**config.mk**
```make
export PLATFORM = sky130hd
export DESIGN_NAME = agc_chain_top
export DESIGN_NICKNAME = d
export VERILOG_FILES = /design/src/agc_pkg.sv /design/src/agc_wb_regs.sv /design/src/agc_gain_stage.sv /design/src/agc_quantize_stage.sv /design/src/agc_measure.sv /design/src/agc_chain_top.sv
export VERILOG_INCLUDE_DIRS = /design/src /design/src/src
export SDC_FILE = /design/constraint.sdc
export NUM_CORES = 2
export LEC_CHECK = 0
export BUFFER_PORTS_ARGS = -buffer_cell sky130_fd_sc_hd__buf_4
export CAP_MARGIN = 25
export CELL_PAD_IN_SITES_DETAIL_PLACEMENT = 0
export CELL_PAD_IN_SITES_GLOBAL_PLACEMENT = 2
export CORE_ASPECT_RATIO = 0.8
export CORE_MARGIN = 1.5
export CORE_UTILIZATION = 46
export DETAILED_ROUTE_END_ITERATION = 8
export HOLD_SLACK_MARGIN = 0.06
export PLACE_DENSITY = 0.95
export SYNTH_ARGS = -nofsm -noshare
export SYNTH_HDL_FRONTEND = slang
export SYNTH_HIERARCHICAL = 1
export SYNTH_SLANG_ARGS = --single-unit
```
**constraint.sdc**
```tcl
create_clock -name wbclk -period 18.45 [get_ports wbclk]
set_clock_uncertainty 0.2 [all_clocks]
set_input_delay 4.6125 -clock wbclk [delete_from_list [all_inputs] [get_ports wbclk]]
set_output_delay 4.6125 -clock wbclk [all_outputs]
set_load 0.01 [all_outputs]
```
**src/agc_params.svh**
```systemverilog
`ifndef AGC_PARAMS_SVH
`define AGC_PARAMS_SVH

// frame geometry
`define AGC_LANES           8
`define AGC_ADC_W           12
`define AGC_OUT_W           5

// gain arithmetic with 4096 as unity scale
`define AGC_SCALE_W         13
`define AGC_SCALE_FRAC      12
`define AGC_OFFSET_W        14
`define AGC_SCALE_RESET     13'd4096

// measurement over 2**5 frames per period
`define AGC_PERIOD_LOG2     5
`define AGC_SQ_W            25
`define AGC_CNT_W           16

// wishbone
`define AGC_ADR_W           8
`define AGC_DAT_W           32

// register map
`define AGC_REG_CTRL        8'h00
`define AGC_REG_SQ          8'h04
`define AGC_REG_GT          8'h08
`define AGC_REG_LT          8'h0C
`define AGC_REG_SCALE       8'h10
`define AGC_REG_OFFSET      8'h14

// ctrl register bit positions
`define AGC_CTRL_START      0
`define AGC_CTRL_CLEAR      2
`define AGC_CTRL_LOAD_SCALE 8
`define AGC_CTRL_LOAD_OFFSET 9
`define AGC_CTRL_APPLY      10

`endif

```
**src/agc_pkg.sv**
```systemverilog
`include "agc_params.svh"

package agc_pkg;

    // raw adc sample in two's complement
    typedef logic signed [`AGC_ADC_W-1:0] adc_sample_t;

    // trigger sample after saturation
    typedef logic signed [`AGC_OUT_W-1:0] trig_sample_t;

    // unsigned scale as a fraction of 4096
    typedef logic [`AGC_SCALE_W-1:0] agc_scale_t;
    typedef logic signed [`AGC_OFFSET_W-1:0] agc_offset_t;

    // offset-corrected sample times scale
    typedef logic signed [`AGC_OFFSET_W+`AGC_SCALE_W-1:0] gain_prod_t;

    // measurement results
    typedef logic [`AGC_SQ_W-1:0] sq_acc_t;
    typedef logic [`AGC_CNT_W-1:0] agc_cnt_t;

    // one frame per wbclk with lane 0 in the low bits
    typedef adc_sample_t [`AGC_LANES-1:0] adc_frame_t;
    typedef gain_prod_t [`AGC_LANES-1:0] prod_frame_t;
    typedef trig_sample_t [`AGC_LANES-1:0] trig_frame_t;

    // active gain as seen by the datapath
    typedef struct packed {
        agc_scale_t  scale;
        agc_offset_t offset;
    } agc_gain_t;

    // single-cycle measurement commands
    typedef struct packed {
        logic start;
        logic clear;
    } agc_cmd_t;

    // results back to the register block
    typedef struct packed {
        sq_acc_t  sq;
        agc_cnt_t gt;
        agc_cnt_t lt;
        logic     done;
    } agc_stats_t;

endpackage

```
**src/agc_wb_regs.sv**
```systemverilog
`timescale 1ns/1ps
`include "agc_params.svh"

module agc_wb_regs (
    input  logic                  wbclk,
    input  logic                  reset_i,
    input  logic                  wb_cyc_i,
    input  logic                  wb_stb_i,
    input  logic                  wb_we_i,
    input  logic [`AGC_ADR_W-1:0] wb_adr_i,
    input  logic [`AGC_DAT_W-1:0] wb_dat_i,
    output logic [`AGC_DAT_W-1:0] wb_dat_o,
    output logic                  wb_ack_o,
    input  agc_pkg::agc_stats_t   stats_i,
    output agc_pkg::agc_gain_t    gain_o,
    output agc_pkg::agc_cmd_t     cmd_o
);

    // new bus request while ack is low
    logic req;
    logic wr_req;
    logic wr_ctrl;
    logic wr_scale;
    logic wr_offset;

    // bus-side copy and load-side copy of the gain
    agc_pkg::agc_gain_t shadow;
    agc_pkg::agc_gain_t staging;

    logic [`AGC_DAT_W-1:0] rd_data;

    assign req    = wb_cyc_i & wb_stb_i & ~wb_ack_o;
    assign wr_req = req & wb_we_i;

    // address decode for writes
    assign wr_ctrl   = wr_req & (wb_adr_i == `AGC_REG_CTRL);
    assign wr_scale  = wr_req & (wb_adr_i == `AGC_REG_SCALE);
    assign wr_offset = wr_req & (wb_adr_i == `AGC_REG_OFFSET);

    // ack one cycle after the request and never twice in a row
    always_ff @(posedge wbclk) begin
        if (reset_i) begin
            wb_ack_o <= 1'b0;
        end else begin
            wb_ack_o <= req;
        end
    end

    // shadow level written straight from the bus
    always_ff @(posedge wbclk) begin
        if (reset_i) begin
            shadow.scale  <= `AGC_SCALE_RESET;
            shadow.offset <= '0;
        end else begin
            if (wr_scale) begin
                shadow.scale <= wb_dat_i[`AGC_SCALE_W-1:0];
            end
            if (wr_offset) begin
                shadow.offset <= wb_dat_i[`AGC_OFFSET_W-1:0];
            end
        end
    end

    // staging level with per-field load bits
    always_ff @(posedge wbclk) begin
        if (reset_i) begin
            staging.scale  <= `AGC_SCALE_RESET;
            staging.offset <= '0;
        end else if (wr_ctrl) begin
            if (wb_dat_i[`AGC_CTRL_LOAD_SCALE]) begin
                staging.scale <= shadow.scale;
            end
            if (wb_dat_i[`AGC_CTRL_LOAD_OFFSET]) begin
                staging.offset <= shadow.offset;
            end
        end
    end

    // active level
    // load+apply in one write moves the old staging value
    always_ff @(posedge wbclk) begin
        if (reset_i) begin
            gain_o.scale  <= `AGC_SCALE_RESET;
            gain_o.offset <= '0;
        end else if (wr_ctrl && wb_dat_i[`AGC_CTRL_APPLY]) begin
            gain_o <= staging;
        end
    end

    // measurement commands high for the ack cycle only
    always_ff @(posedge wbclk) begin
        if (reset_i) begin
            cmd_o <= '0;
        end else begin
            cmd_o.start <= wr_ctrl & wb_dat_i[`AGC_CTRL_START];
            cmd_o.clear <= wr_ctrl & wb_dat_i[`AGC_CTRL_CLEAR];
        end
    end

    // readback mux
    always_comb begin
        rd_data = '0;
        case (wb_adr_i)
            `AGC_REG_CTRL: begin
                rd_data[0] = stats_i.done;
            end
            `AGC_REG_SQ: begin
                rd_data = {{(`AGC_DAT_W-`AGC_SQ_W){1'b0}}, stats_i.sq};
            end
            `AGC_REG_GT: begin
                rd_data = {{(`AGC_DAT_W-`AGC_CNT_W){1'b0}}, stats_i.gt};
            end
            `AGC_REG_LT: begin
                rd_data = {{(`AGC_DAT_W-`AGC_CNT_W){1'b0}}, stats_i.lt};
            end
            `AGC_REG_SCALE: begin
                rd_data = {{(`AGC_DAT_W-`AGC_SCALE_W){1'b0}}, shadow.scale};
            end
            `AGC_REG_OFFSET: begin
                // sign extended so software sees a plain int
                rd_data = {{(`AGC_DAT_W-`AGC_OFFSET_W){shadow.offset[`AGC_OFFSET_W-1]}},
                           shadow.offset};
            end
            default: begin
                rd_data = '0;
            end
        endcase
    end

    // captured with the request and valid while ack is high
    always_ff @(posedge wbclk) begin
        if (req) begin
            wb_dat_o <= rd_data;
        end
    end

    ap_ack_single: assert property (@(posedge wbclk) disable iff (reset_i)
        wb_ack_o |=> !wb_ack_o);

endmodule

```
**src/agc_gain_stage.sv**
```systemverilog
`timescale 1ns/1ps
`include "agc_params.svh"

module agc_gain_stage (
    input  logic                 wbclk,
    input  logic                 reset_i,
    input  agc_pkg::adc_frame_t  adc_i,
    input  agc_pkg::agc_gain_t   gain_i,
    output agc_pkg::prod_frame_t prod_o
);

    // next product frame
    agc_pkg::prod_frame_t prod_next;

    for (genvar k = 0; k < `AGC_LANES; k++) begin : g_lane
        agc_pkg::adc_sample_t sample;
        agc_pkg::agc_offset_t sum;
        agc_pkg::gain_prod_t  sum_ext;
        agc_pkg::gain_prod_t  scale_ext;

        assign sample = adc_i[k];

        // sum kept at offset width
        // wraps only for offsets near full scale
        assign sum = agc_pkg::agc_offset_t'(sample) + gain_i.offset;

        // sum sign extended while scale is zero extended
        assign sum_ext   = agc_pkg::gain_prod_t'(sum);
        assign scale_ext = agc_pkg::gain_prod_t'(gain_i.scale);

        // 14b x 13b fits in 27 signed bits
        assign prod_next[k] = sum_ext * scale_ext;
    end

    // stage 1 register
    always_ff @(posedge wbclk) begin
        if (reset_i) begin
            prod_o <= '0;
        end else begin
            prod_o <= prod_next;
        end
    end

endmodule

```
**src/agc_quantize_stage.sv**
```systemverilog
`timescale 1ns/1ps
`include "agc_params.svh"

module agc_quantize_stage (
    input  logic                 wbclk,
    input  logic                 reset_i,
    input  agc_pkg::prod_frame_t prod_i,
    output agc_pkg::trig_frame_t trig_o
);

    localparam int PROD_W  = $bits(agc_pkg::gain_prod_t);
    // width left after dropping the fraction
    localparam int SHIFT_W = PROD_W - `AGC_SCALE_FRAC;

    logic signed [SHIFT_W-1:0] shifted [`AGC_LANES];
    logic [`AGC_LANES-1:0] in_range;
    agc_pkg::trig_frame_t trig_next;

    // reference clamp in integer form
    function automatic int clamp_ref(agc_pkg::gain_prod_t p);
        int v;
        int lo;
        int hi;
        v  = int'(p >>> `AGC_SCALE_FRAC);
        lo = -(1 << (`AGC_OUT_W - 1));
        hi = (1 << (`AGC_OUT_W - 1)) - 1;
        if (v > hi) begin
            return hi;
        end
        if (v < lo) begin
            return lo;
        end
        return v;
    endfunction

    for (genvar k = 0; k < `AGC_LANES; k++) begin : g_lane
        // top product bits act as >>> 12 and floor toward -inf
        assign shifted[k] = prod_i[k][PROD_W-1:`AGC_SCALE_FRAC];

        // fits when all bits above the output msb match it
        assign in_range[k] = (&shifted[k][SHIFT_W-1:`AGC_OUT_W-1]) |
                             ~(|shifted[k][SHIFT_W-1:`AGC_OUT_W-1]);

        // out of range gives -16 for negatives and +15 otherwise
        assign trig_next[k] = in_range[k] ? shifted[k][`AGC_OUT_W-1:0] :
            {shifted[k][SHIFT_W-1], {(`AGC_OUT_W-1){~shifted[k][SHIFT_W-1]}}};

        ap_clamp: assert property (@(posedge wbclk) disable iff (reset_i)
            !$past(reset_i) |->
                int'(agc_pkg::trig_sample_t'(trig_o[k])) == clamp_ref($past(prod_i[k])));
    end

    // stage 2 register
    always_ff @(posedge wbclk) begin
        if (reset_i) begin
            trig_o <= '0;
        end else begin
            trig_o <= trig_next;
        end
    end

endmodule

```
**src/agc_measure.sv**
```systemverilog
`timescale 1ns/1ps
`include "agc_params.svh"

module agc_measure (
    input  logic                 wbclk,
    input  logic                 reset_i,
    input  agc_pkg::trig_frame_t trig_i,
    input  agc_pkg::agc_cmd_t    cmd_i,
    output agc_pkg::agc_stats_t  stats_o
);

    // square of a 5-bit sample fits in 10 bits
    localparam int LANE_SQ_W = 2 * `AGC_OUT_W;

    typedef enum logic [1:0] {
        IDLE,
        RUN,
        DONE
    } meas_state_t;

    meas_state_t state;
    logic [`AGC_PERIOD_LOG2-1:0] period_cnt;
    logic done_q;

    agc_pkg::sq_acc_t  sq_acc;
    agc_pkg::agc_cnt_t gt_acc;
    agc_pkg::agc_cnt_t lt_acc;

    // per-frame contributions
    logic signed [LANE_SQ_W-1:0] lane_sq [`AGC_LANES];
    logic [`AGC_LANES-1:0] lane_pos;
    logic [`AGC_LANES-1:0] lane_neg;
    agc_pkg::sq_acc_t  frame_sq;
    agc_pkg::agc_cnt_t frame_gt;
    agc_pkg::agc_cnt_t frame_lt;

    for (genvar k = 0; k < `AGC_LANES; k++) begin : g_lane
        agc_pkg::trig_sample_t lane;
        logic signed [LANE_SQ_W-1:0] lane_ext;

        assign lane     = trig_i[k];
        assign lane_ext = LANE_SQ_W'(lane);
        assign lane_sq[k] = lane_ext * lane_ext;

        // zero counts as neither
        assign lane_pos[k] = ~lane[`AGC_OUT_W-1] & (|lane);
        assign lane_neg[k] = lane[`AGC_OUT_W-1];
    end

    // add up the eight lanes
    always_comb begin
        frame_sq = '0;
        frame_gt = '0;
        frame_lt = '0;
        for (int k = 0; k < `AGC_LANES; k++) begin
            frame_sq = frame_sq + agc_pkg::sq_acc_t'($unsigned(lane_sq[k]));
            frame_gt = frame_gt + agc_pkg::agc_cnt_t'(lane_pos[k]);
            frame_lt = frame_lt + agc_pkg::agc_cnt_t'(lane_neg[k]);
        end
    end

    always_ff @(posedge wbclk) begin
        if (reset_i) begin
            state      <= IDLE;
            period_cnt <= '0;
            done_q     <= 1'b0;
            sq_acc     <= '0;
            gt_acc     <= '0;
            lt_acc     <= '0;
        end else if (cmd_i.clear || cmd_i.start) begin
            // clear wins and aborts a running period
            state      <= cmd_i.clear ? IDLE : RUN;
            period_cnt <= '0;
            done_q     <= 1'b0;
            sq_acc     <= '0;
            gt_acc     <= '0;
            lt_acc     <= '0;
        end else if (state == RUN) begin
            sq_acc     <= sq_acc + frame_sq;
            gt_acc     <= gt_acc + frame_gt;
            lt_acc     <= lt_acc + frame_lt;
            period_cnt <= period_cnt + 1'b1;
            // last frame of the period
            if (&period_cnt) begin
                state  <= DONE;
                done_q <= 1'b1;
            end
        end
    end

    assign stats_o.sq   = sq_acc;
    assign stats_o.gt   = gt_acc;
    assign stats_o.lt   = lt_acc;
    assign stats_o.done = done_q;

    ap_done_not_run: assert property (@(posedge wbclk) disable iff (reset_i)
        !(done_q && state == RUN));

endmodule

```
**src/agc_chain_top.sv**
```systemverilog
`timescale 1ns/1ps
`include "agc_params.svh"

module agc_chain_top (
    input  logic                  wbclk,
    input  logic                  reset_i,
    input  logic                  wb_cyc_i,
    input  logic                  wb_stb_i,
    input  logic                  wb_we_i,
    input  logic [`AGC_ADR_W-1:0] wb_adr_i,
    input  logic [`AGC_DAT_W-1:0] wb_dat_i,
    output logic [`AGC_DAT_W-1:0] wb_dat_o,
    output logic                  wb_ack_o,
    input  agc_pkg::adc_frame_t   adc_i,
    output agc_pkg::trig_frame_t  trig_o
);

    // register block to datapath
    agc_pkg::agc_gain_t   gain;
    agc_pkg::agc_cmd_t    cmd;
    agc_pkg::agc_stats_t  stats;

    // between the two pipeline stages
    agc_pkg::prod_frame_t prod;

    agc_wb_regs agc_wb_regs_inst (
        .wbclk    (wbclk),
        .reset_i  (reset_i),
        .wb_cyc_i (wb_cyc_i),
        .wb_stb_i (wb_stb_i),
        .wb_we_i  (wb_we_i),
        .wb_adr_i (wb_adr_i),
        .wb_dat_i (wb_dat_i),
        .wb_dat_o (wb_dat_o),
        .wb_ack_o (wb_ack_o),
        .stats_i  (stats),
        .gain_o   (gain),
        .cmd_o    (cmd)
    );

    // stage 1 adds offset and applies scale
    agc_gain_stage agc_gain_stage_inst (
        .wbclk   (wbclk),
        .reset_i (reset_i),
        .adc_i   (adc_i),
        .gain_i  (gain),
        .prod_o  (prod)
    );

    // stage 2 shifts and saturates
    agc_quantize_stage agc_quantize_stage_inst (
        .wbclk   (wbclk),
        .reset_i (reset_i),
        .prod_i  (prod),
        .trig_o  (trig_o)
    );

    // measures the same frames that leave on trig_o
    agc_measure agc_measure_inst (
        .wbclk   (wbclk),
        .reset_i (reset_i),
        .trig_i  (trig_o),
        .cmd_i   (cmd),
        .stats_o (stats)
    );

endmodule

```
# After elaboration in Yosys (flattened, before gate mapping)
# Index checks and enable logic that the tools add are counted.
classes:
  add_sub_neg: 33
  multipliers: 16
  n_eq_ne: 6
  n_mux: 14
  n_bitwise: 49
  reduce_logical: 35
ops:
  columns: ["cell", "n"]
  rows:
  - ["14-bit by 14-bit multiplier with 27-bit output", 8]
  - ["16-bit by 1-bit adder with 16-bit output", 11]
  - ["31-bit case mux with 5 select lines", 1]
  - ["25-bit by 10-bit adder with 25-bit output", 6]
  - ["12-bit by 14-bit adder with 14-bit output", 8]
  - ["11-bit AND reduction", 8]
  - ["11-bit OR reduction", 8]
  - ["5-bit by 5-bit multiplier with 10-bit output", 8]
  - ["5-bit 2-to-1 mux", 8]
  - ["5-bit OR reduction", 8]
  - ["16-bit adder", 2]
  - ["25-bit adder", 1]
  - ["1-bit inverter", 25]
  - ["1-bit bitwise AND", 16]
  - ["8-bit by 4-bit equality test with 1-bit output, second input constant", 2]
  - ["8-bit by 5-bit equality test with 1-bit output, second input constant", 2]
  - ["10-bit by 10-bit adder with 11-bit output", 1]
  - ["8-bit by 3-bit equality test with 1-bit output, second input constant", 1]
  - ["8-bit logical NOT", 1]
  - ["1-bit OR", 8]
  - ["2-bit 2-to-1 mux", 3]
  - ["1-bit case mux with 6 select lines", 1]
  - ["2-bit AND reduction", 3]
  - ["6-bit AND reduction", 1]
  - ["10 further kinds", 12]
word_totals:
  regBits: 437
  in_bits: 141
  output_inout_bits: 73
  elab_cells: 185

# Longest topological paths before layout
logic_depth:
  depth_word: 10
  ltp_mapped: 36
  ltp_nobuf: 36

# Hierarchy
# The synthesis kept the hierarchy.
by_module_without_submodules:
  columns: ["module", "n_inst", "cells_per_inst", "area_each_um2", "seq_area_each_um2"]
  rows:
  - ["agc_gain_stage", 1, 7290, 65495.3, 4324.1]
  - ["agc_measure", 1, 1301, 11383.4, 1301.2]
  - ["agc_wb_regs", 1, 436, 4933.5, 2462.4]
  - ["agc_quantize_stage", 1, 205, 1924.3, 800.8]

# Least setup slack after synthesis
# Ideal clock, no wire load.
synth_timing:
  path_kind: "input port to flip-flop"
  start: "input adc_i[60] in the netlist's numbering"
  end: "register agc_gain_stage_inst/prod_o[161] in the netlist's numbering"
  setup_time_ns: 0.128
  arrival_ns: 11.873
  required_ns: 18.122
  setup_slack_ns: 6.250
  stages: 34
  n_path_buf: 1
  cell_sequence: "ha_1 -> fa_1 -> a21o_1 -> a21oi_2 -> o21bai_1 -> a21oi_2 -> nor2b_1 -> o21a_1 -> o31a_1 -> o41ai_2 -> xnor2_1 -> buf_2 -> and2_1 -> fa_1 -> inv_1 -> fa_1 -> inv_1 -> fa_1 -> fa_1 -> fa_1 -> inv_1 -> fa_1 -> inv_1 -> ha_1 -> and4_1 -> a21oi_1 -> a31oi_1 -> nor3_1 -> a21oi_1 -> nand2_1 -> o21ai_0 -> a31oi_1 -> xnor3_1 -> nor2_1"
synth_via:
  elab_chain_cells: 2
synth_rtl:
  columns: ["item", "line", "source"]
  rows:
  - ["start: declaration", "agc_chain_top.sv:14", "input agc_pkg::adc_frame_t adc_i,"]
  - ["12-bit by 14-bit adder with 14-bit output", "agc_gain_stage.sv:25", "assign sum = agc_pkg::agc_offset_t'(sample) + gain_i.offset;"]
  - ["14-bit by 14-bit multiplier with 27-bit output", "agc_gain_stage.sv:32", "assign prod_next[k] = sum_ext * scale_ext;"]
  - ["end signal: assignment", "agc_gain_stage.sv:40", "prod_o <= prod_next;"]
  - ["end: declaration", "agc_gain_stage.sv:9", "output agc_pkg::prod_frame_t prod_o"]
# Every way passes these cells.
# A chain may end at the register's enable or synchronous reset.

# Worst setup path in the final report
# Ends and elaborated chain as after synthesis.

==> impl_results.md <==
* Status: complete, no violations
* CP Launch Type: input port
* CTS sink cnt at 335
* Post-cts sizing count at 0
* Std cell rows at 137
* Total gr overflow at 0
* Nets at 11430
* CP top delay family: adder cells
* Post-CTS Hold Buffers at 0
* Max Fclk at a little under 80 MHz
* Die area at 0.1774 sq mm
* Metal-1 WL at 94940 um
* Slew @ Worst Pin at 1075 ps
* Finished Layout Cells at 11240
* Clock tree buffer depth at 3
* DR top layer: met5
* First-pass GRT wire length at 341600 um
* Post-route core utilization at around half
* Hold WS at approximately 250 ps
* Slowest stage delay, CP at 540 ps
* Pwr per Cell Area at 63.73 mW/mm^2
* DRT Wirelength at 206800 um
* Final min period at ~13000 ps
* Gr usage total at about a quarter
* Leak Pwr at approximately 45 nW
* Initial antenna violation count at 10
* RSZ-0062 raised after global routing: no
* DR vias at 58160
* Final worst slack at 5863 ps
* CP Max Fanout at 13
* Clock transition at path regs at 60 ps
* Placement Setup Slack at approximately 5300 ps
* VDD IR max at 0.7427 mV
* Area grow syn2layout at 6.999%
* CTS tree: done
* WL/cell at roughly 18 um
* Die width at 470.5 um
* Largest net degree at the start of global routing at 110
* Vias in the first global route at roughly 62000
* IO Port Bufs at 195
* Core Region at approximately 0.17 sq mm
* Relative slew slack at 28.19%
* Initial DRC Count at ~3500
* Initial Utilization at 46.23%
* Final period utilization at 68.22%
* Setup_tns at 0 ps
* WS Path Type: input port to flip-flop
* Post-DP HPWL at around 160000 um
* Final setup viols at 0
* Final Wtd Congestion at 0.8658
* Remaining DRCs at 0
* Final ANT Viol Nets at 0
* Maxcap violations at 0
* Kind of end point of the critical path: flip-flop
* Htree depth at 2
* CP bufs+invs at 6
* Post-CTS Setup Inserts at 0
* Critical Path Most Common Cell: fa_1
* Worst EP arrival at ~13000 ps
* CTS Root Cell: clkbuf_16
* Top Ports at 214
* Hold/Removal Path Class: flip-flop to flip-flop
* Syn Std Cell Area at 0.08043 sq mm
* Share of post-route cells with drive strength above 1 at 6.195%
* DR pass1 iterations at 6
* Syn_area_per_cell at 9.032 sq um
* Highest-delay cell along the critical path: fa_1
* Yosys warns at 6
* Number of buffers created by CTS at 40
* Final Max Tran Viols at 0
* WP data required at 18730 ps
* Via-per-instance ratio at roughly 5.2
* DR WL met3 at 10750 um
* Met2 Wirelength at ~94000 um
* Worst skew pair latency at 640 ps
* Synth Instances at ~8900
* Placed Cells incl. Taps at 11160
* Final Hold Fails at 0
* Die Span Y at about 380 um
==> layout by cell type, fill, tap and decap left out, types with 9 or more instances in the layout <==
cell / count
or4_1: 11
o31ai_1: 12
o21ai_1: 17
dfxtp_4: 13
a21o_1: 128
nand4_1: 45
nor3_1: 87
edfxtp_1: 26
o21bai_1: 42
nand2b_1: 152
mux2_2: 42
o21ai_0: 127
nor4_1: 30
xnor2_2: 28
clkbuf_16: 40
and2_1: 686
ha_1: 786
nor2b_1: 118
o2111ai_1: 9
dfxtp_1: 296
or3_1: 20
a31o_2: 9
inv_1: 1947
nand2_1: 919
mux2i_1: 93
xor2_1: 106
o21a_1: 31
a22oi_1: 13
nand3_1: 66
and3_1: 36
o211ai_1: 10
xnor2_1: 258
a31oi_1: 26
nor2_1: 313
fa_1: 1586
a211oi_1: 30
a21oi_1: 248
buf_4: 313
==> path summary, 6_finish.rpt <==
kind | from | to | slack, ps | depth (start not counted)
worst min register to register | agc_wb_regs_inst/cmd_o[0]$_SDFF_PP0_ | agc_measure_inst/state[0]$_SDFFE_PP0P_ | 250 | 1
worst max-delay path | adc_i[60] | agc_gain_stage_inst/prod_o[161]$_SDFF_PP0_ | 5860 | 35
worst max register to register | agc_wb_regs_inst/gain_o[1]$_SDFFE_PP0P_ | agc_gain_stage_inst/prod_o[188]$_SDFF_PP0_ | 8700 | 35
worst min-delay path | agc_wb_regs_inst/cmd_o[0]$_SDFF_PP0_ | agc_measure_inst/state[0]$_SDFFE_PP0P_ | 250 | 1
==> per-stage QoR <==
stage	instance area (sq um)	power [mW]
floorplan	80440	3.675
finish	86060	5.485
global placement	84500	4.558
detailed placement	84600	4.573
CTS	85970	5.461
global route	86060	6.051
==> state kept, by name, summed over array words and instances (netlist names) <==
register	flops
agc_wb_regs_inst/cmd_o	2
agc_measure_inst/state	2
agc_wb_regs_inst/wb_ack_o	1
agc_quantize_stage_inst/trig_o	40
agc_wb_regs_inst/shadow	27
agc_measure_inst/gt_acc	16
agc_measure_inst/sq_acc	25
agc_wb_regs_inst/staging	27
agc_wb_regs_inst/gain_o	27
agc_wb_regs_inst/wb_dat_o	26
agc_measure_inst/period_cnt	5
agc_measure_inst/done_q	1
agc_gain_stage_inst/prod_o	120
agc_measure_inst/lt_acc	16
==> layer usage <==
metal	track usage (%)	vias to the layer above
li1	-	27060
met1	34.09	29560
met2	39.74	1286
met3	2.485	260
met4	7.700	2
met5	0	-
==> power breakdown <==
part           leakage [nW]  total, mW  switching [mW]  internal [mW]
logic                  41.6       3.86            2.37           1.49
registers              2.79      0.783          0.0296          0.754
clock network         0.670      0.841           0.366          0.475
total                  45.0       5.49            2.76           2.72
==> cell type report <==
class / instances / area (sq um)
inverter: 1947 / 7308
clock buffer: 53 / 1110
timing repair buffer: 326 / 2544
clock inverter: 19 / 259.0
multi-input combinational: 6263 / 64950
antenna: 3 / 7.507
sequential: 335 / 7015
tap: 2293 / 2869
fill: 16420 / 87920
Note: power is estimated with default switching activity, not from simulation.
